<file path="src/design/adapter_pkg.sv">
/*
  adapter_pkg
  configuration map and stream-side types of the fsb to axi4 adapter
*/
package adapter_pkg;

  // config bus fields
  typedef logic [7:0]  cfg_addr_t;
  typedef logic [31:0] cfg_data_t;

  // register map
  localparam cfg_addr_t reg_cfg     = 8'h00;  // bit 4 wvalid mask
  localparam cfg_addr_t reg_cntl    = 8'h08;  // wr bit 0 go/stop, rd status
  localparam cfg_addr_t reg_reset   = 8'h0c;  // bit 0 write reset
  localparam cfg_addr_t reg_base_lo = 8'h20;
  localparam cfg_addr_t reg_base_hi = 8'h24;
  localparam cfg_addr_t reg_head    = 8'h28;  // host read head
  localparam cfg_addr_t reg_size    = 8'h30;  // ring size in bytes

  localparam cfg_data_t cfg_unmapped = 32'hffff_ffff;

  // byte offset inside the ring
  typedef logic [31:0] offset_t;

  // one front-side-bus word
  typedef logic [79:0] fsb_word_t;

  // command pulses, one cycle each
  typedef struct packed {
    logic go;
    logic stop;
    logic wr_reset;
  } cfg_cmd_s;

  // ring setup held in the register block
  typedef struct packed {
    logic [63:0] base;
    offset_t     head;
    offset_t     size;
  } ring_cfg_s;

endpackage

</file>
<file path="src/design/axi_pkg.sv">
/*
  axi_pkg
  axi4 write-channel widths, line constants and channel structs
*/
package axi_pkg;

  typedef logic [63:0]  axi_addr_t;
  typedef logic [511:0] axi_data_t;
  typedef logic [63:0]  axi_strb_t;
  typedef logic [5:0]   axi_id_t;

  // one line is one 64-byte beat
  localparam int line_bytes = 64;
  localparam logic [2:0] axi_size_line = 3'd6;

  // tail write touches the low 8 bytes only
  localparam axi_strb_t tail_strb = 64'h0000_0000_0000_00ff;

  // each stream word gets its own slot in the line
  localparam int slot_width = 128;

  // write address channel, master side
  typedef struct packed {
    axi_id_t    id;
    axi_addr_t  addr;
    logic [7:0] len;
    logic [2:0] size;
    logic       valid;
  } aw_chan_s;

  // write data channel, master side
  typedef struct packed {
    axi_data_t data;
    axi_strb_t strb;
    logic      last;
    logic      valid;
  } w_chan_s;

  // write response channel, slave side
  typedef struct packed {
    logic [1:0] resp;
    logic       valid;
  } b_chan_s;

endpackage

</file>
<file path="src/design/cfg_regs.sv">
/*
  cfg_regs
  configuration bus slave: latches each strobe, acknowledges two cycles
  later, holds the ring setup and mask, and turns CNTL and RESET writes
  into command pulses for the write controller
*/
`timescale 1ns/1ps

module cfg_regs (
  input  logic                   clk,
  input  logic                   sync_rst_n,
  input  logic                   cfg_wr_i,
  input  logic                   cfg_rd_i,
  input  adapter_pkg::cfg_addr_t cfg_addr_i,
  input  adapter_pkg::cfg_data_t cfg_wdata_i,
  output logic                   cfg_ack_o,
  output adapter_pkg::cfg_data_t cfg_rdata_o,
  input  logic                   wr_inp_i,
  input  logic                   stop_pend_i,
  input  logic                   bresp_err_i,
  output adapter_pkg::cfg_cmd_s  cmd_o,
  output adapter_pkg::ring_cfg_s ring_o,
  output logic                   wvalid_mask_o
);

  logic                   wr_pend_q;
  logic                   rd_pend_q;
  logic                   ack_q;
  adapter_pkg::cfg_addr_t addr_q;
  adapter_pkg::cfg_data_t wdata_q;
  adapter_pkg::cfg_data_t rdata_q;
  logic                   mask_q;
  logic [63:0]            base_q;
  adapter_pkg::offset_t   head_q;
  adapter_pkg::offset_t   size_q;
  logic                   commit;
  logic                   wr_at_ack;

  // -------------------------------------------------
  // request stretch and ack
  // -------------------------------------------------
  // edge before the ack, registers and readback land here
  assign commit    = (wr_pend_q || rd_pend_q) && !ack_q;
  assign wr_at_ack = wr_pend_q && ack_q;

  always_ff @(posedge clk)
  begin
    if (!sync_rst_n)
    begin
      wr_pend_q <= 1'b0;
      rd_pend_q <= 1'b0;
      ack_q     <= 1'b0;
    end
    else
    begin
      wr_pend_q <= cfg_wr_i || (wr_pend_q && !ack_q);
      rd_pend_q <= cfg_rd_i || (rd_pend_q && !ack_q);
      ack_q     <= commit;
    end
  end

  // address and data of the strobe
  always_ff @(posedge clk)
  begin
    if (cfg_wr_i || cfg_rd_i)
    begin
      addr_q  <= cfg_addr_i;
      wdata_q <= cfg_wdata_i;
    end
  end

  // -------------------------------------------------
  // register storage
  // -------------------------------------------------
  always_ff @(posedge clk)
  begin
    if (!sync_rst_n)
    begin
      mask_q <= 1'b0;
      base_q <= '0;
      head_q <= '0;
      size_q <= '0;
    end
    else if (commit && wr_pend_q)
    begin
      case (addr_q)
        adapter_pkg::reg_cfg:     mask_q         <= wdata_q[4];
        adapter_pkg::reg_base_lo: base_q[31:0]   <= wdata_q;
        adapter_pkg::reg_base_hi: base_q[63:32]  <= wdata_q;
        adapter_pkg::reg_head:    head_q         <= wdata_q;
        adapter_pkg::reg_size:    size_q         <= wdata_q;
        default:                  mask_q         <= mask_q;
      endcase
    end
  end

  // readback, presented with the ack
  always_ff @(posedge clk)
  begin
    if (commit)
    begin
      case (addr_q)
        adapter_pkg::reg_cfg:     rdata_q <= {27'b0, mask_q, 4'b0};
        adapter_pkg::reg_cntl:    rdata_q <= {29'b0, bresp_err_i, stop_pend_i, wr_inp_i};
        adapter_pkg::reg_base_lo: rdata_q <= base_q[31:0];
        adapter_pkg::reg_base_hi: rdata_q <= base_q[63:32];
        adapter_pkg::reg_head:    rdata_q <= head_q;
        adapter_pkg::reg_size:    rdata_q <= size_q;
        default:                  rdata_q <= adapter_pkg::cfg_unmapped;
      endcase
    end
  end

  // command pulses in the ack cycle
  assign cmd_o.go       = wr_at_ack && (addr_q == adapter_pkg::reg_cntl) && wdata_q[0];
  assign cmd_o.stop     = wr_at_ack && (addr_q == adapter_pkg::reg_cntl) && !wdata_q[0];
  assign cmd_o.wr_reset = wr_at_ack && (addr_q == adapter_pkg::reg_reset) && wdata_q[0];

  assign ring_o        = '{base: base_q, head: head_q, size: size_q};
  assign wvalid_mask_o = mask_q;
  assign cfg_ack_o     = ack_q;
  assign cfg_rdata_o   = rdata_q;

  // host waits for the ack before the next strobe
  a_no_overlap: assert property (@(posedge clk) disable iff (!sync_rst_n)
    commit |-> !(cfg_wr_i || cfg_rd_i));

endmodule

</file>
<file path="src/design/wr_ctrl.sv">
/*
  wr_ctrl
  write sequencer: one data line, then its tail write, then either
  the next line or a pause when the ring is full or a stop is pending
*/
`timescale 1ns/1ps

module wr_ctrl (
  input  logic                  clk,
  input  logic                  sync_rst_n,
  input  adapter_pkg::cfg_cmd_s cmd_i,
  input  logic                  line_valid_i,
  input  logic                  full_i,
  input  logic                  busy_i,
  input  logic                  done_i,
  output logic                  line_take_o,
  output logic                  issue_data_o,
  output logic                  issue_tail_o,
  output logic                  advance_o,
  output logic                  wr_inp_o,
  output logic                  stop_pend_o
);

  typedef enum logic [1:0] {
    IDLE,
    DATA,
    TAIL,
    STOP
  } state_e;

  state_e state_q;
  state_e state_n;
  logic   stop_pend_q;

  // -------------------------------------------------
  // next state
  // -------------------------------------------------
  always_comb
  begin
    state_n = state_q;
    case (state_q)
      IDLE:
        if (cmd_i.go)
          state_n = DATA;
      // data write outstanding until done
      DATA:
        if (done_i)
          state_n = TAIL;
      // tail done, decide between next line and pause
      TAIL:
        if (done_i)
        begin
          if (full_i || stop_pend_q || cmd_i.stop)
            state_n = STOP;
          else
            state_n = DATA;
        end
      STOP:
        if (cmd_i.wr_reset)
          state_n = IDLE;
        else if (!full_i && !stop_pend_q)
          state_n = DATA;
      default:
        state_n = IDLE;
    endcase
  end

  always_ff @(posedge clk)
  begin
    if (!sync_rst_n)
    begin
      state_q     <= IDLE;
      stop_pend_q <= 1'b0;
    end
    else
    begin
      state_q     <= state_n;
      // soft stop holds until the FSM is back in idle
      stop_pend_q <= cmd_i.stop || (stop_pend_q && (state_n != IDLE));
    end
  end

  // -------------------------------------------------
  // issue pulses
  // -------------------------------------------------
  // done cycle has busy low already, so gate on it
  assign issue_data_o = (state_q == DATA) && line_valid_i && !busy_i && !done_i;
  assign issue_tail_o = (state_q == TAIL) && !busy_i && !done_i;

  // line enters the W register with the issue
  assign line_take_o = issue_data_o;
  assign advance_o   = (state_q == DATA) && done_i;

  assign wr_inp_o    = (state_q == DATA) || (state_q == TAIL);
  assign stop_pend_o = stop_pend_q;

  a_one_issue: assert property (@(posedge clk) disable iff (!sync_rst_n)
    !(issue_data_o && issue_tail_o));

endmodule

</file>
<file path="src/design/ring_addr_gen.sv">
/*
  ring_addr_gen
  ring write offset with wrap, full detection against the host head,
  and the line address, tail address and tail value
*/
`timescale 1ns/1ps

module ring_addr_gen (
  input  logic                   clk,
  input  logic                   sync_rst_n,
  input  adapter_pkg::ring_cfg_s ring_i,
  input  logic                   restart_i,
  input  logic                   advance_i,
  output axi_pkg::axi_addr_t     line_addr_o,
  output axi_pkg::axi_addr_t     tail_addr_o,
  output adapter_pkg::offset_t   tail_value_o,
  output logic                   full_o
);

  adapter_pkg::offset_t off_q;
  adapter_pkg::offset_t off_inc;
  adapter_pkg::offset_t off_next;

  // next offset, modulo ring size
  assign off_inc  = off_q + adapter_pkg::offset_t'(axi_pkg::line_bytes);
  assign off_next = (off_inc == ring_i.size) ? '0 : off_inc;

  always_ff @(posedge clk)
  begin
    if (!sync_rst_n || restart_i)
      off_q <= '0;
    else if (advance_i)
      off_q <= off_next;
  end

  assign line_addr_o  = ring_i.base + axi_pkg::axi_addr_t'(off_q);
  // tail slot sits just past the ring
  assign tail_addr_o  = ring_i.base + axi_pkg::axi_addr_t'(ring_i.size);
  assign tail_value_o = off_q;

  // one more line would catch up with the reader
  assign full_o = (off_next == ring_i.head);

endmodule

</file>
<file path="src/design/fsb_packer.sv">
/*
  fsb_packer
  gathers four stream words into one 512-bit line, one word per
  128-bit slot, and holds the line until the controller takes it
*/
`timescale 1ns/1ps

module fsb_packer #(
  parameter int fsb_width_p = 80
) (
  input  logic                   clk,
  input  logic                   sync_rst_n,
  input  logic                   fsb_v_i,
  input  adapter_pkg::fsb_word_t fsb_data_i,
  output logic                   fsb_yumi_o,
  input  logic                   wvalid_mask_i,
  input  logic                   line_take_i,
  output logic                   line_valid_o,
  output axi_pkg::axi_data_t     line_o
);

  logic [1:0]                     cnt_q;
  logic                           full_q;
  axi_pkg::axi_data_t             line_q;
  logic [axi_pkg::slot_width-1:0] slot_d;
  logic                           take;

  // take a word only while collecting
  assign take       = fsb_v_i && wvalid_mask_i && !full_q;
  assign fsb_yumi_o = take;

  // zero-extend into the slot
  always_comb
  begin
    slot_d = '0;
    slot_d[fsb_width_p-1:0] = fsb_data_i[fsb_width_p-1:0];
  end

  always_ff @(posedge clk)
  begin
    if (!sync_rst_n)
    begin
      cnt_q  <= 2'd0;
      full_q <= 1'b0;
    end
    else
    begin
      if (take)
        cnt_q <= cnt_q + 2'd1;
      // fourth word closes the line
      if (take && (cnt_q == 2'd3))
        full_q <= 1'b1;
      else if (line_take_i)
        full_q <= 1'b0;
    end
  end

  // word k lands in slot k
  always_ff @(posedge clk)
  begin
    if (take)
      line_q[cnt_q * axi_pkg::slot_width +: axi_pkg::slot_width] <= slot_d;
  end

  assign line_valid_o = full_q;
  assign line_o       = line_q;

endmodule

</file>
<file path="src/design/axi_wr_master.sv">
/*
  axi_wr_master
  single-beat axi4 writes: loads AW and W for a data line or a tail
  write, holds each valid until its ready, reports done on B
*/
`timescale 1ns/1ps

module axi_wr_master (
  input  logic                 clk,
  input  logic                 sync_rst_n,
  input  logic                 issue_data_i,
  input  logic                 issue_tail_i,
  input  axi_pkg::axi_data_t   line_i,
  input  axi_pkg::axi_addr_t   line_addr_i,
  input  axi_pkg::axi_addr_t   tail_addr_i,
  input  adapter_pkg::offset_t tail_value_i,
  output axi_pkg::aw_chan_s    aw_o,
  input  logic                 awready_i,
  output axi_pkg::w_chan_s     w_o,
  input  logic                 wready_i,
  input  axi_pkg::b_chan_s     b_i,
  output logic                 bready_o,
  output logic                 busy_o,
  output logic                 done_o,
  output logic                 bresp_err_o
);

  localparam int pad_w = $bits(axi_pkg::axi_data_t) - $bits(adapter_pkg::offset_t);

  logic               aw_v_q;
  logic               w_v_q;
  logic               busy_q;
  logic               done_q;
  logic               err_q;
  axi_pkg::axi_addr_t addr_q;
  axi_pkg::axi_data_t data_q;
  axi_pkg::axi_strb_t strb_q;
  logic               issue;

  assign issue = issue_data_i || issue_tail_i;

  // -------------------------------------------------
  // beat payload
  // -------------------------------------------------
  always_ff @(posedge clk)
  begin
    if (issue_data_i)
    begin
      addr_q <= line_addr_i;
      data_q <= line_i;
      strb_q <= '1;
    end
    else if (issue_tail_i)
    begin
      // offset in the low word, rest ones
      addr_q <= tail_addr_i;
      data_q <= {{pad_w{1'b1}}, tail_value_i};
      strb_q <= axi_pkg::tail_strb;
    end
  end

  // valids, outstanding flag, response
  always_ff @(posedge clk)
  begin
    if (!sync_rst_n)
    begin
      aw_v_q <= 1'b0;
      w_v_q  <= 1'b0;
      busy_q <= 1'b0;
      done_q <= 1'b0;
      err_q  <= 1'b0;
    end
    else
    begin
      if (issue)
        aw_v_q <= 1'b1;
      else if (awready_i)
        aw_v_q <= 1'b0;
      if (issue)
        w_v_q <= 1'b1;
      else if (wready_i)
        w_v_q <= 1'b0;
      if (issue)
        busy_q <= 1'b1;
      else if (b_i.valid)
        busy_q <= 1'b0;
      done_q <= b_i.valid;
      // SLVERR or DECERR
      if (b_i.valid)
        err_q <= b_i.resp[1];
    end
  end

  assign aw_o = '{id: '0, addr: addr_q, len: 8'd0,
                  size: axi_pkg::axi_size_line, valid: aw_v_q};
  assign w_o  = '{data: data_q, strb: strb_q, last: 1'b1, valid: w_v_q};

  assign bready_o    = 1'b1;
  assign busy_o      = busy_q;
  assign done_o      = done_q;
  assign bresp_err_o = err_q;

  a_aw_stable: assert property (@(posedge clk) disable iff (!sync_rst_n)
    aw_o.valid && !awready_i |=> $stable(aw_o));

endmodule

</file>
<file path="src/design/fsb_axi_top.sv">
/*
  fsb_axi_top
  fsb stream to axi4 ring buffer adapter: register block, packer,
  write sequencer, ring address generator and write master
*/
`timescale 1ns/1ps

module fsb_axi_top #(
  parameter int fsb_width_p = 80
) (
  input  logic                   clk,
  input  logic                   sync_rst_n,
  input  logic                   cfg_wr_i,
  input  logic                   cfg_rd_i,
  input  adapter_pkg::cfg_addr_t cfg_addr_i,
  input  adapter_pkg::cfg_data_t cfg_wdata_i,
  output logic                   cfg_ack_o,
  output adapter_pkg::cfg_data_t cfg_rdata_o,
  input  logic                   fsb_v_i,
  input  adapter_pkg::fsb_word_t fsb_data_i,
  output logic                   fsb_yumi_o,
  output axi_pkg::aw_chan_s      aw_o,
  input  logic                   awready_i,
  output axi_pkg::w_chan_s       w_o,
  input  logic                   wready_i,
  input  axi_pkg::b_chan_s       b_i,
  output logic                   bready_o
);

  adapter_pkg::cfg_cmd_s  cmd;
  adapter_pkg::ring_cfg_s ring;
  logic                   wvalid_mask;
  logic                   wr_inp;
  logic                   stop_pend;
  logic                   bresp_err;
  // packer to write path
  logic                   line_valid;
  logic                   line_take;
  axi_pkg::axi_data_t     line;
  // sequencer to master and address gen
  logic                   issue_data;
  logic                   issue_tail;
  logic                   advance;
  logic                   busy;
  logic                   done;
  logic                   full;
  axi_pkg::axi_addr_t     line_addr;
  axi_pkg::axi_addr_t     tail_addr;
  adapter_pkg::offset_t   tail_value;

  cfg_regs cfg_regs_inst (
    .clk, .sync_rst_n, .cfg_wr_i, .cfg_rd_i, .cfg_addr_i, .cfg_wdata_i,
    .cfg_ack_o, .cfg_rdata_o,
    .wr_inp_i(wr_inp), .stop_pend_i(stop_pend), .bresp_err_i(bresp_err),
    .cmd_o(cmd), .ring_o(ring), .wvalid_mask_o(wvalid_mask)
  );

  fsb_packer #(.fsb_width_p(fsb_width_p)) fsb_packer_inst (
    .clk, .sync_rst_n, .fsb_v_i, .fsb_data_i, .fsb_yumi_o,
    .wvalid_mask_i(wvalid_mask), .line_take_i(line_take),
    .line_valid_o(line_valid), .line_o(line)
  );

  wr_ctrl wr_ctrl_inst (
    .clk, .sync_rst_n, .cmd_i(cmd), .line_valid_i(line_valid),
    .full_i(full), .busy_i(busy), .done_i(done),
    .line_take_o(line_take), .issue_data_o(issue_data), .issue_tail_o(issue_tail),
    .advance_o(advance), .wr_inp_o(wr_inp), .stop_pend_o(stop_pend)
  );

  // write reset rewinds the ring to offset 0
  ring_addr_gen ring_addr_gen_inst (
    .clk, .sync_rst_n, .ring_i(ring), .restart_i(cmd.wr_reset),
    .advance_i(advance), .line_addr_o(line_addr), .tail_addr_o(tail_addr),
    .tail_value_o(tail_value), .full_o(full)
  );

  axi_wr_master axi_wr_master_inst (
    .clk, .sync_rst_n, .issue_data_i(issue_data), .issue_tail_i(issue_tail),
    .line_i(line), .line_addr_i(line_addr), .tail_addr_i(tail_addr),
    .tail_value_i(tail_value), .aw_o, .awready_i, .w_o, .wready_i, .b_i,
    .bready_o, .busy_o(busy), .done_o(done), .bresp_err_o(bresp_err)
  );

endmodule

</file>
<file path="config.mk">
export PLATFORM = sky130hd
export DESIGN_NAME = fsb_axi_top
export DESIGN_NICKNAME = d
export VERILOG_FILES = /design/src/design/adapter_pkg.sv /design/src/design/axi_pkg.sv /design/src/design/cfg_regs.sv /design/src/design/wr_ctrl.sv /design/src/design/ring_addr_gen.sv /design/src/design/fsb_packer.sv /design/src/design/axi_wr_master.sv /design/src/design/fsb_axi_top.sv
export SDC_FILE = /design/constraint.sdc
export NUM_CORES = 1
export LEC_CHECK = 0
export ABC_CLOCK_PERIOD_IN_PS = 8900
export BUFFER_PORTS_ARGS = -buffer_cell sky130_fd_sc_hd__buf_2
export CAP_MARGIN = 40
export CORE_UTILIZATION = 40
export CTS_CLUSTER_DIAMETER = 100
export DETAILED_ROUTE_END_ITERATION = 12
export PLACE_DENSITY_LB_ADDON = 0.25
export SLEW_MARGIN = 20
export SYNTH_ARGS = -nofsm -noshare
export SYNTH_HDL_FRONTEND = slang
export SYNTH_SLANG_ARGS = --single-unit
</file>
<file path="constraint.sdc">
create_clock -name clk -period 8.9 [get_ports clk]
set_input_delay 0.89 -clock clk [delete_from_list [all_inputs] [get_ports clk]]
set_output_delay 0.89 -clock clk [all_outputs]
set_load 0.01 [all_outputs]
</file>
# Word level (Yosys, flattened, before mapping)
# Cells that the tools add are included.
[word_totals]
mem_count = 0
latchBits = 0
register_bits = 1391
ramBits = 0
elab_cells = 118
out_inout_bits = 695
in_bits = 130
rom_bits = 0
[op_classes]
n_lt_le_gt_ge = 0
shift = 2
bitwise_logic = 0
n_reduce_logical = 52
n_eq_ne = 12
add_sub_neg = 5
div = 0
muxes = 22
n_mul = 0
[ops]
columns = ["cell", "count"]
rows = [
  ["$mux W512", 2],
  ["$bwmux W512", 1],
  ["$shift A128 B34 Y512 const A", 1],
  ["$shiftx A128 B34 Y512", 1],
  ["$pmux W32 S6", 1],
  ["$add A64 B32 Y64", 2],
  ["$mux W64", 2],
  ["$eq A32 B32 Y1", 2],
  ["$neg A9 Y34", 1],
  ["$add A32 B7 Y32 const B", 1],
  ["$eq A8 B6 Y1 const B", 4],
  ["$mux W32", 1],
  ["$logic_and A1 B1 Y1", 21],
  ["$eq A8 B4 Y1 const B", 2],
  ["$mux W2", 6],
  ["$reduce_bool A2 Y1", 6],
  ["$logic_or A1 B1 Y1", 10],
  ["$reduce_and A2 Y1", 5],
  ["$logic_not A1 Y1", 8],
  ["$logic_not A8 Y1", 1],
  ["$mux W1", 8],
  ["$pmux W2 S4", 1],
  ["$eq A2 B2 Y1 const B", 3],
  ["$add A2 B1 Y2 const B", 1],
  ["other kinds (2)", 2],
]

# Logic depth before layout (Yosys ltp)
# Gate-level depths: netlist (run 1).
[depth]
word_depth = 12
ltp_mapped = 22
mapped_depth_nobuf = 19

# Cells and area by module
# Synthesis (run 1) repeated with hierarchy kept, for this count alone.
[unflattened]
cells_unflattened = 4206
area_unflattened_um2 = 52405.3
[by_module_without_submodules]
columns = ["mod", "area_each_um2", "cells_each", "seq_area_each_um2", "instances"]
rows = [
  ["axi_wr_master", 22505.3, 1321, 17416.7, 1],
  ["fsb_packer", 13543.0, 910, 9669.3, 1],
  ["cfg_regs", 8456.9, 837, 4804.6, 1],
  ["ring_addr_gen", 7629.8, 1106, 640.6, 1],
  ["wr_ctrl", 270.3, 32, 60.1, 1],
]

# Least setup slack after synthesis (run 1)
# OpenSTA, ideal clock, no wires.
[synth_timing]
kind = "register to register"
from = "register wr_ctrl_inst.state_q[1]"
to = "register axi_wr_master_inst.addr_q[0], enable pin"
stages_incl_launch_ff = 8
path_buffers = 2
period_less_slack_ps = 9514
arrival_ps = 8781
setup_ps = 733
path_slack_ps = -614
required_time_ps = 8167
cell_sequence = "dfxtp_1 -> inv_1 -> ha_1 -> and3_1 -> clkbuf_1 -> clkbuf_1 -> a21oi_1 -> inv_1"
[synth_between]
elab_chain_len = 5
elab_cells_between_ends = 8
classes_between = "eq/ne (2); reduce/logical (6)"
[synth_rtl]
columns = ["element", "line", "text"]
rows = [
  ["from (decl)", "wr_ctrl.sv:31", "state_e state_q;"],
  ["from (signal assigned)", "wr_ctrl.sv:77", "state_q <= state_n;"],
  ["$eq A2 B1 Y1", "wr_ctrl.sv:87", "assign issue_data_o = (state_q == DATA) && line_valid_i && !busy_i && !done_i;"],
  ["$logic_and A1 B1 Y1 (3 in a row)", "wr_ctrl.sv:87", ""],
  ["$reduce_bool A2 Y1 (no source line) *", "--", ""],
  ["to (signal assigned)", "axi_wr_master.sv:49", "addr_q <= line_addr_i;"],
  ["to (signal assigned)", "axi_wr_master.sv:56", "addr_q <= tail_addr_i;"],
  ["to (decl)", "axi_wr_master.sv:35", "axi_pkg::axi_addr_t addr_q;"],
]
# Every way passes the cells marked *; elsewhere a longest branch is shown, timed or not.
# A chain may end at the register's enable or synchronous reset.

# Worst setup path in the final report (run 1)
[layout_timing]
from = "register wr_ctrl_inst.state_q[1]"
to = "register axi_wr_master_inst.addr_q[48], data pin"
[layout_between]
elab_chain_len = 5
[layout_rtl]
columns = ["element", "line", "text"]
rows = [
  ["$eq A2 B1 Y1", "wr_ctrl.sv:87", ""],
  ["$logic_and A1 B1 Y1 (3 in a row)", "wr_ctrl.sv:87", ""],
  ["$mux W64", "axi_wr_master.sv:47", "if (issue_data_i)"],
]
# No other way between the ends.

==> results of run 1 <==
==> layer usage <==
layer	GRT usage, %	routed length [um]
met1	28.1	49400
met2	39.1	62400
met3	3.27	7150
met4	8.77	4890
met5	0	79
==> placed cells by master, fill, tap and decap left out, drive strengths merged, types with 27 or more instances in the layout <==
| cell type | Yosys | layout |
|---|---|---|
| edfxtp | 777 | 777 |
| nor3 | 31 | 31 |
| o21ai | 82 | 82 |
| nand2 | 545 | 545 |
| nand3 | 37 | 37 |
| nand2b | 304 | 304 |
| a21boi | 134 | 134 |
| dfxtp | 176 | 176 |
| clkinv | 0 | 31 |
| nor2 | 77 | 77 |
| inv | 28 | 32 |
| conb | 2 | 27 |
| xnor2 | 88 | 88 |
| buf | 298 | 848 |
| and2 | 349 | 349 |
| a21oi | 71 | 71 |
| xor2 | 39 | 39 |
| ha | 42 | 42 |
| and3 | 30 | 30 |
| clkbuf | 164 | 137 |
| a222oi | 28 | 28 |
==> worst max-delay path: cells and delay by family, from the launching register on <==
family	cells	cell delay, ns
AND/OR/NAND/NOR	4	0.87
flip-flops	1	0.38
buffers and inverters	4	0.89
adder cells (fa/ha/maj)	3	0.86
AO/OA/AOI/OAI	8	2.51
XOR/XNOR	1	0.15
==> cell families (layout without fill, tap and decap cells) <==
kind of cell	after synthesis	in the layout	synth area share [%]
AOI/OAI and AO/OA	437	437	7.16
other	2	31	0.0178
adders and majority gates	43	43	1.29
xor gates and xnor gates	129	129	2.74
buffers and inverters	490	1062	6.87
and+or+nand+nor	1470	1470	18.3
muxes	6	6	0.145
DFF	953	953	63.5
==> how the worst min path moves through the flow <==
stage / slack, ns / start / end / cells past startpoint
6_report: 0.37 / cfg_addr_i[7] / cfg_regs_inst.addr_q[7]$_DFFE_PP_ / 1
5_1_grt: 0.35 / cfg_wdata_i[26] / cfg_regs_inst.wdata_q[26]$_DFFE_PP_ / 1
2_1_floorplan: 0.45 / cfg_regs_inst.base_q[35]$_SDFFE_PN0P_ / cfg_regs_inst.base_q[35]$_SDFFE_PN0P_ / 2
4_1_cts: 0.33 / cfg_addr_i[7] / cfg_regs_inst.addr_q[7]$_DFFE_PP_ / 1
3_3_place_gp: 0.43 / axi_wr_master_inst.strb_q[62]$_SDFFE_PP1P_ / axi_wr_master_inst.strb_q[62]$_SDFFE_PP1P_ / 2
3_5_place_dp: 0.45 / axi_wr_master_inst.strb_q[62]$_SDFFE_PP1P_ / axi_wr_master_inst.strb_q[62]$_SDFFE_PP1P_ / 2
==> power by group through the flow <==
| stage | combinational [uW] | sequential (uW) | clock (uW) |
|---|---|---|---|
| after floorplan | 303 | 5190 | 0 |
| after global placement | 579 | 5110 | 0 |
| after detailed placement | 589 | 5110 | 0 |
| after CTS | 591 | 5020 | 4380 |
| after global routing | 621 | 5030 | 4540 |
| final | 580 | 5010 | 4300 |
==> cells in the mapped netlist (8+ instances only) <==
master and instances:
edfxtp_1 777, nand2_1 545, and2_1 348, nand2b_1 304, buf_4 278, dfxtp_1 176
clkbuf_1 164, a21boi_0 134, xnor2_1 88, o21ai_0 81, nor2_1 77, a21oi_1 71
ha_1 42, xor2_1 39, nand3_1 36, nor3_1 30, and3_1 29, a222oi_1 28
inv_1 27, a21o_1 25, nand4_1 16, a31oi_1 15, nor3b_1 14, a211oi_1 12
buf_2 12, nor4_1 12, nor2b_1 10, or3_1 10, a22oi_1 9, o21bai_1 8
==> area by class of cell <==
class	count	area, sq um
fill	9489	54700
sequential	953	26900
multi-input combinational	2112	12700
timing repair buffer	848	4640
clock buffer	137	2810
tap	1380	1730
clock inverter	49	586
inverter	28	109
antenna	4	10.0
==> flip-flops by register name (all words and copies together), names as in the netlist, 2 cells and up <==
signal and count:
axi_wr_master_inst.addr_q 64, axi_wr_master_inst.data_q 321, cfg_regs_inst.addr_q 8, cfg_regs_inst.base_q 64, cfg_regs_inst.cfg_rdata_o 32, cfg_regs_inst.head_q 32, cfg_regs_inst.size_q 32, cfg_regs_inst.wdata_q 32
fsb_packer_inst.cnt_q 2, fsb_packer_inst.line_o 320, ring_addr_gen_inst.tail_value_o 32, wr_ctrl_inst.state_q 2
==> stage by stage <==
| step | hold WS [ns] | total power (uW) |
|---|---|---|
| finish | 0.375 | 9900 |
| global route | 0.354 | 10200 |
| CTS | 0.330 | 9990 |
| detailed placement | 0.448 | 5700 |
| global placement | 0.434 | 5690 |
| floorplan | 0.453 | 5500 |
==> summary.md, run 1 <==
| Metric | Value |
|---|---|
| Run status | `completed` |
| Core area | `0.104 sq mm` |
| Synthesis warning total | `0` |
| # IOs | `825` |
| Peak supply drop | `214 uV` |
| Pin count of the biggest net entering global routing | `160` |
| Worst Hold Class | `input pin to flop` |
| Final Instance Area | `0.0494 sq mm` |
| Number of global-route vias before repair | `25600` |
| Worst-Skew Late Latency | `0.69 ns` |
| Yosys top cell area share | `55.2%` |
| Final Worst Setup Slack | `2.95 ns` |
| Avg Cell Area, Syn | `12.0 sq um` |
| Crit. End Element | `flop` |
| Via Count | `~28000` |
| CTS tree | `done` |
| Worst-path fanout max | `37` |
| DRT antenna net count | `0` |
| Kind of critical path | `flop to flop` |
| Number of synthesized register bits | `953` |
| Slew Viols, Final | `0` |
| Fin nets | `4216` |
| Detailed Route Iter0 Violations | `2623` |
| CP endpoint | `axi_wr_master_inst.addr_q[48]$_DFFE_PP_` |
| Final core occ | `a little under half` |
| Final worst-path cycle share | `66.8%` |
| R2R Path Start | `wr_ctrl_inst.state_q[1]$_SDFF_PN0_` |
| CTS resizes | `0` |
| Total Wirelength | `roughly 120000 um` |
| Overflow after GRT | `0` |
| Slowest CP cell | `a21oi_1` |
| Post-synth top area cell | `edfxtp_1` |
| DIE HEIGHT | `327 um` |
| Layout Skew | `0.0600 ns` |
| Initial Utilization | `40.6%` |
| CTS buffer count | `100` |
| Tmin final | `5.95 ns` |
| Inst Count DP | `5317` |
| CP arrival | `roughly 6.4 ns` |
| Setup TNS | `0 ns` |
| Ratio of cells with drive above 1 in the final layout | `between 20% and 30%` |
| Via-to-Cell Ratio | `around 5.0` |
| PortBufs | `796` |
| RSZ-0062 raised after global routing | `no` |
| Worst Reg-to-Reg Cells | `20` |
| CTS sink count | `953` |
| Area grow syn2layout | `16.9%` |
| Gate power share | `5.9%` |
| MaxCap Viol Count | `0` |
| DIE AREA | `0.107 sq mm` |
| CP startpoint kind | `flop` |
| Netlist cell types | `76` |
| Clk network pwr share | `a little over two fifths` |
| CP Data Required Time | `9.30 ns` |
| CTS Hold Buffers Added | `0` |
| Clock transition at path regs | `0.06 ns` |
| Worst path max stage delay | `roughly 0.7 ns` |
| Asr flop ratio synth | `0%` |
| Pwr dens | `~200 mW/mm^2` |
| Least-Margin Pin Slew | `~1.0 ns` |
| GR Util All Layers | `between 20 and 25%` |
| Pint | `between 7000 and 8000 uW` |
| Deepest clock path buffer count | `3` |
| Critical path cell sequence | `inv_1, ha_1, and3_4, inv_2, nand2_1, nand2_1, ha_1, fa_1, a21o_1, a21oi_1, o21bai_1, a21oi_1, o211ai_1, a211oi_1, nor3_1, o41ai_1, buf_2, a21oi_1, buf_2, xor2_1` |
| Post-synth design cell area | `0.0423 sq mm` |
| Max H-tree Level | `3` |
| Pre-CTS setup slack | `3.04 ns` |
| Flop pwr share | `50.7%` |
| CTS root buffer | `clkbuf_16` |
| DP Area | `0.0459 sq mm` |
| Seq/Total Area, Yosys | `63.5%` |
| Layout Cells excl Fill | `5511` |
| Relative slew slack | `30.1%` |
| Initial antenna violation count | `17` |
| Switch share | `between 20% and 30%` |
| Synth area leaders | `edfxtp_1 55%, dfxtp_1 8.3%, and2_1 5.1%` |
| Mapped Cells | `roughly 3500` |
| Leak | `0.0197 uW` |
| Endpoints failing setup | `0` |
| DR WL/cell | `22.5 um` |
| Net switching power | `2240 uW` |
| Worst path most repeated cell | `a21oi_1` |
| Post-CTS Repair Setup Buffers | `0` |
| Post-route DRC | `0` |
| Pre-Repair DR Iteration Count | `7` |
| Count of flip-flops with a built-in enable after synthesis | `777` |
| Reg-to-reg setup timing slack | `2.95 ns` |
| Final Hold Fails | `0` |
| Chip width | `327 um` |
| Ys flop type | `edfxtp_1` |
| Site row count | `118` |
| Crit path from | `wr_ctrl_inst.state_q[1]$_SDFF_PN0_` |
| RePlAce Congestion | `slightly above 0.9` |
| RR Endpoint | `axi_wr_master_inst.addr_q[48]$_DFFE_PP_` |
| Final HPWL DP | `87500 um` |
| FMAX | `0.168 GHz` |
| First-pass GRT wire length | `177000 um` |
(Power assumes the default switching activity.)
==> run 2, diff against run 1 <==
ABC_CLOCK_PERIOD_IN_PS = 5900   (was 8900)
clock period = 5.9 ns   (was 8.9 ns; I/O delays follow)
==> run 2 against run 1 <==
Clock-buffer cell count grew 3; sequential power increased by 51%; non-clock buffer count up 16; critical endpoint is now axi_wr_master_inst.addr_q[34]$_DFFE_PP_.
==> summary.md, run 2 (synthesized netlist as in run 1, its figures left out) <==
| Metric | Value |
|---|---|
| Gate power share | `5.9% (about the same)` |
| CTS buffer count | `101 (was 100)` |
| CP arrival | `5.41 ns (was 6.35 ns)` |
| Pre-CTS setup slack | `0.921 ns (was 3.04 ns)` |
| Final Worst Setup Slack | `0.933 ns (was 2.95 ns)` |
| FMAX | `0.201 GHz (was 0.168 GHz)` |
| Area grow syn2layout | `17.2% (was 16.9%)` |
| Deepest clock path buffer count | `3 (unchanged)` |
| Worst path max stage delay | `0.57 ns (was 0.71 ns)` |
| Tmin final | `4.97 ns (was 5.95 ns)` |
| Slew Viols, Final | `0 (unchanged)` |
| Via-to-Cell Ratio | `5.02 (was 5.03)` |
| Number of global-route vias before repair | `25900 (was 25600)` |
| Leak | `0.0198 uW (was 0.0197 uW)` |
| Core area | `0.104 sq mm (unchanged)` |
| Final Hold Fails | `0 (unchanged)` |
| CP Data Required Time | `6.35 ns (was 9.30 ns)` |
| Via Count | `27800 (was 27700)` |
| DIE HEIGHT | `327 um (unchanged)` |
| First-pass GRT wire length | `176000 um (was 177000 um)` |
| Worst-Skew Late Latency | `0.71 ns (was 0.69 ns)` |
| Initial Utilization | `40.6% (unchanged)` |
| Worst path most repeated cell | `nand2_1 (was a21oi_1)` |
| Max H-tree Level | `3 (unchanged)` |
| CTS tree | `done (unchanged)` |
| Ratio of cells with drive above 1 in the final layout | `25.2% (was 24.9%)` |
| Post-route DRC | `0 (unchanged)` |
| Setup TNS | `0 ns (unchanged)` |
| Total Wirelength | `124000 um (about the same)` |
| Met1 Use GR | `27.6% (was 28.1%)` |
| Final worst-path cycle share | `84.2% (was 66.8%)` |
| Final HPWL DP | `86800 um (was 87500 um)` |
| Most common cell after layout, fill and taps aside | `buf_2 (unchanged)` |
| Initial antenna violation count | `14 (was 17)` |
| CTS sink count | `953 (unchanged)` |
| Fin nets | `4233 (was 4216)` |
| Pint | `11500 uW (was 7650 uW)` |
| Kind of critical path | `flop to flop (unchanged)` |
| Site row count | `118 (unchanged)` |
| Inst Count DP | `5332 (was 5317)` |
| Chip width | `327 um (unchanged)` |
| Crit. End Element | `flop (unchanged)` |
| Slowest CP cell | `o41ai_1 (was a21oi_1)` |
| Grt met3 use | `2.81% (was 3.27%)` |
| Switch share | `22.9% (was 22.6%)` |
| GR Util All Layers | `22.5% (about the same)` |
| Max FFs per register | `321 (unchanged)` |
| RePlAce Congestion | `0.915 (was 0.927)` |
| DRT antenna net count | `0 (unchanged)` |
| Endpoints failing setup | `0 (unchanged)` |
| PortBufs | `796 (unchanged)` |
| RSZ-0062 raised after global routing | `no (unchanged)` |
| Pin count of the biggest net entering global routing | `193 (was 160)` |
| # IOs | `825 (unchanged)` |
| Crit path max-delay family | `compound AO/OA/AOI/OAI gates (unchanged)` |
| Most frequent cells in the layout | `796 x buf_2, 777 x edfxtp_1, 545 x nand2_1 (was 798 x buf_2, 777 x edfxtp_1, 545 x nand2_1)` |
| Relative slew slack | `21.3% (was 30.1%)` |
| Most flop-heavy register | `axi_wr_master_inst.data_q (unchanged)` |
| Critical path cell sequence | `nor2_1, and3_4, inv_2, nand2_1, nand2_1, ha_1, fa_1, a21o_1, a21oi_1, o21bai_1, a21oi_1, buf_4, o211ai_1, a211oi_1, nor3_1, o41ai_1, nand2_1, nand3_1, xnor2_1 (was inv_1, ha_1, and3_4, inv_2, nand2_1, nand2_1, ha_1, fa_1, a21o_1, a21oi_1, o21bai_1, a21oi_1, o211ai_1, a211oi_1, nor3_1, o41ai_1, buf_2, a21oi_1, buf_2, xor2_1)` |
| Final core occ | `47.6% (was 47.5%)` |
| Peak supply drop | `220 uV (was 214 uV)` |
| CP startpoint kind | `flop (unchanged)` |
| Pwr dens | `301 mW/mm^2 (was 200 mW/mm^2)` |
| Post-CTS Repair Setup Buffers | `0 (unchanged)` |
| CTS root buffer | `clkbuf_16 (unchanged)` |
| Run status | `completed (unchanged)` |
| Worst-path fanout max | `11 (was 37)` |
| Clk network pwr share | `43.4% (was 43.5%)` |
| DIE AREA | `0.107 sq mm (unchanged)` |
| Layout Cells excl Fill | `5531 (was 5511)` |
| Clock transition at path regs | `0.06 ns (about the same)` |
| Met2 Resource Use GR | `40.1% (was 39.1%)` |
| Overflow after GRT | `0 (unchanged)` |
| CTS Hold Buffers Added | `0 (unchanged)` |
| Least-Margin Pin Slew | `1.18 ns (was 1.05 ns)` |
| Detailed Route Iter0 Violations | `2541 (was 2623)` |
| Layout Skew | `0.0474 ns (was 0.0600 ns)` |
| Flop pwr share | `50.6% (was 50.7%)` |
| Busiest grt layer | `met2 (unchanged)` |
| Worst Hold Class | `input pin to flop (unchanged)` |
| MaxCap Viol Count | `0 (unchanged)` |
| DR WL/cell | `22.5 um (about the same)` |
| Pre-Repair DR Iteration Count | `6 (was 7)` |
| Net switching power | `3420 uW (was 2240 uW)` |
| Crit path buffers/inverters | `2 (was 4)` |
| CTS resizes | `0 (unchanged)` |
run 2: routing by layer:
layer	vias up	routed length, um
li1	13000	-
met1	13400	48900
met2	1096	64400
met3	211	6470
met4	2	4480
met5	-	8
run 2: metrics by stage:
stage               power, uW  area, sq um  hold slack, ns
floorplan                8300        42400           0.453
global placement         8590        45800           0.434
detailed placement       8600        46000           0.441
CTS                     15100        49400          0.0190
global route            15400        49500          0.0472
finish                  14900        49500          0.0669
run 2: worst paths after layout:
| kind | startpoint | to | slack [ns] | cells after the start |
|---|---|---|---|---|
| hold reg to reg | axi_wr_master_inst.strb_q[62]$_SDFFE_PP1P_ | axi_wr_master_inst.strb_q[62]$_SDFFE_PP1P_ | 0.45 | 2 |
| setup / recovery | axi_wr_master_inst.done_o$_SDFF_PN0_ | axi_wr_master_inst.addr_q[34]$_DFFE_PP_ | 0.93 | 19 |
| setup reg to reg | axi_wr_master_inst.done_o$_SDFF_PN0_ | axi_wr_master_inst.addr_q[34]$_DFFE_PP_ | 0.93 | 19 |
| hold / removal | cfg_wdata_i[6] | cfg_regs_inst.wdata_q[6]$_DFFE_PP_ | 0.07 | 1 |
run 2: final cells by class:
type	count	area, sq um
multi-input cells	2112	12700
clock buffers	140	2810
well taps	1380	1730
diodes	4	10.0
flip-flops and latches	953	26900
fillers	9390	54500
clock inverters	50	599
inverters	28	109
repair buffers	864	4740
run 2: power by group through the flow:
stage / Combinational [uW] / Clock [uW] / Sequential [uW]
floorplan: 462 / 0 / 7840
global placement: 886 / 0 / 7700
detailed placement: 895 / 0 / 7700
CTS: 897 / 6620 / 7560
global route: 942 / 6840 / 7570
finish: 887 / 6480 / 7560
run 2: worst register-to-register path: stages (launching register included):
cell	delay [ns]
dfxtp_1	0.37
nor2_1	0.27
and3_4	0.33
inv_2	0.12
nand2_1	0.08
nand2_1	0.06
ha_1	0.21
fa_1	0.41
a21o_1	0.17
a21oi_1	0.23
o21bai_1	0.09
a21oi_1	0.18
buf_4	0.20
o211ai_1	0.14
a211oi_1	0.42
nor3_1	0.16
o41ai_1	0.57
nand2_1	0.42
nand3_1	0.23
xnor2_1	0.08
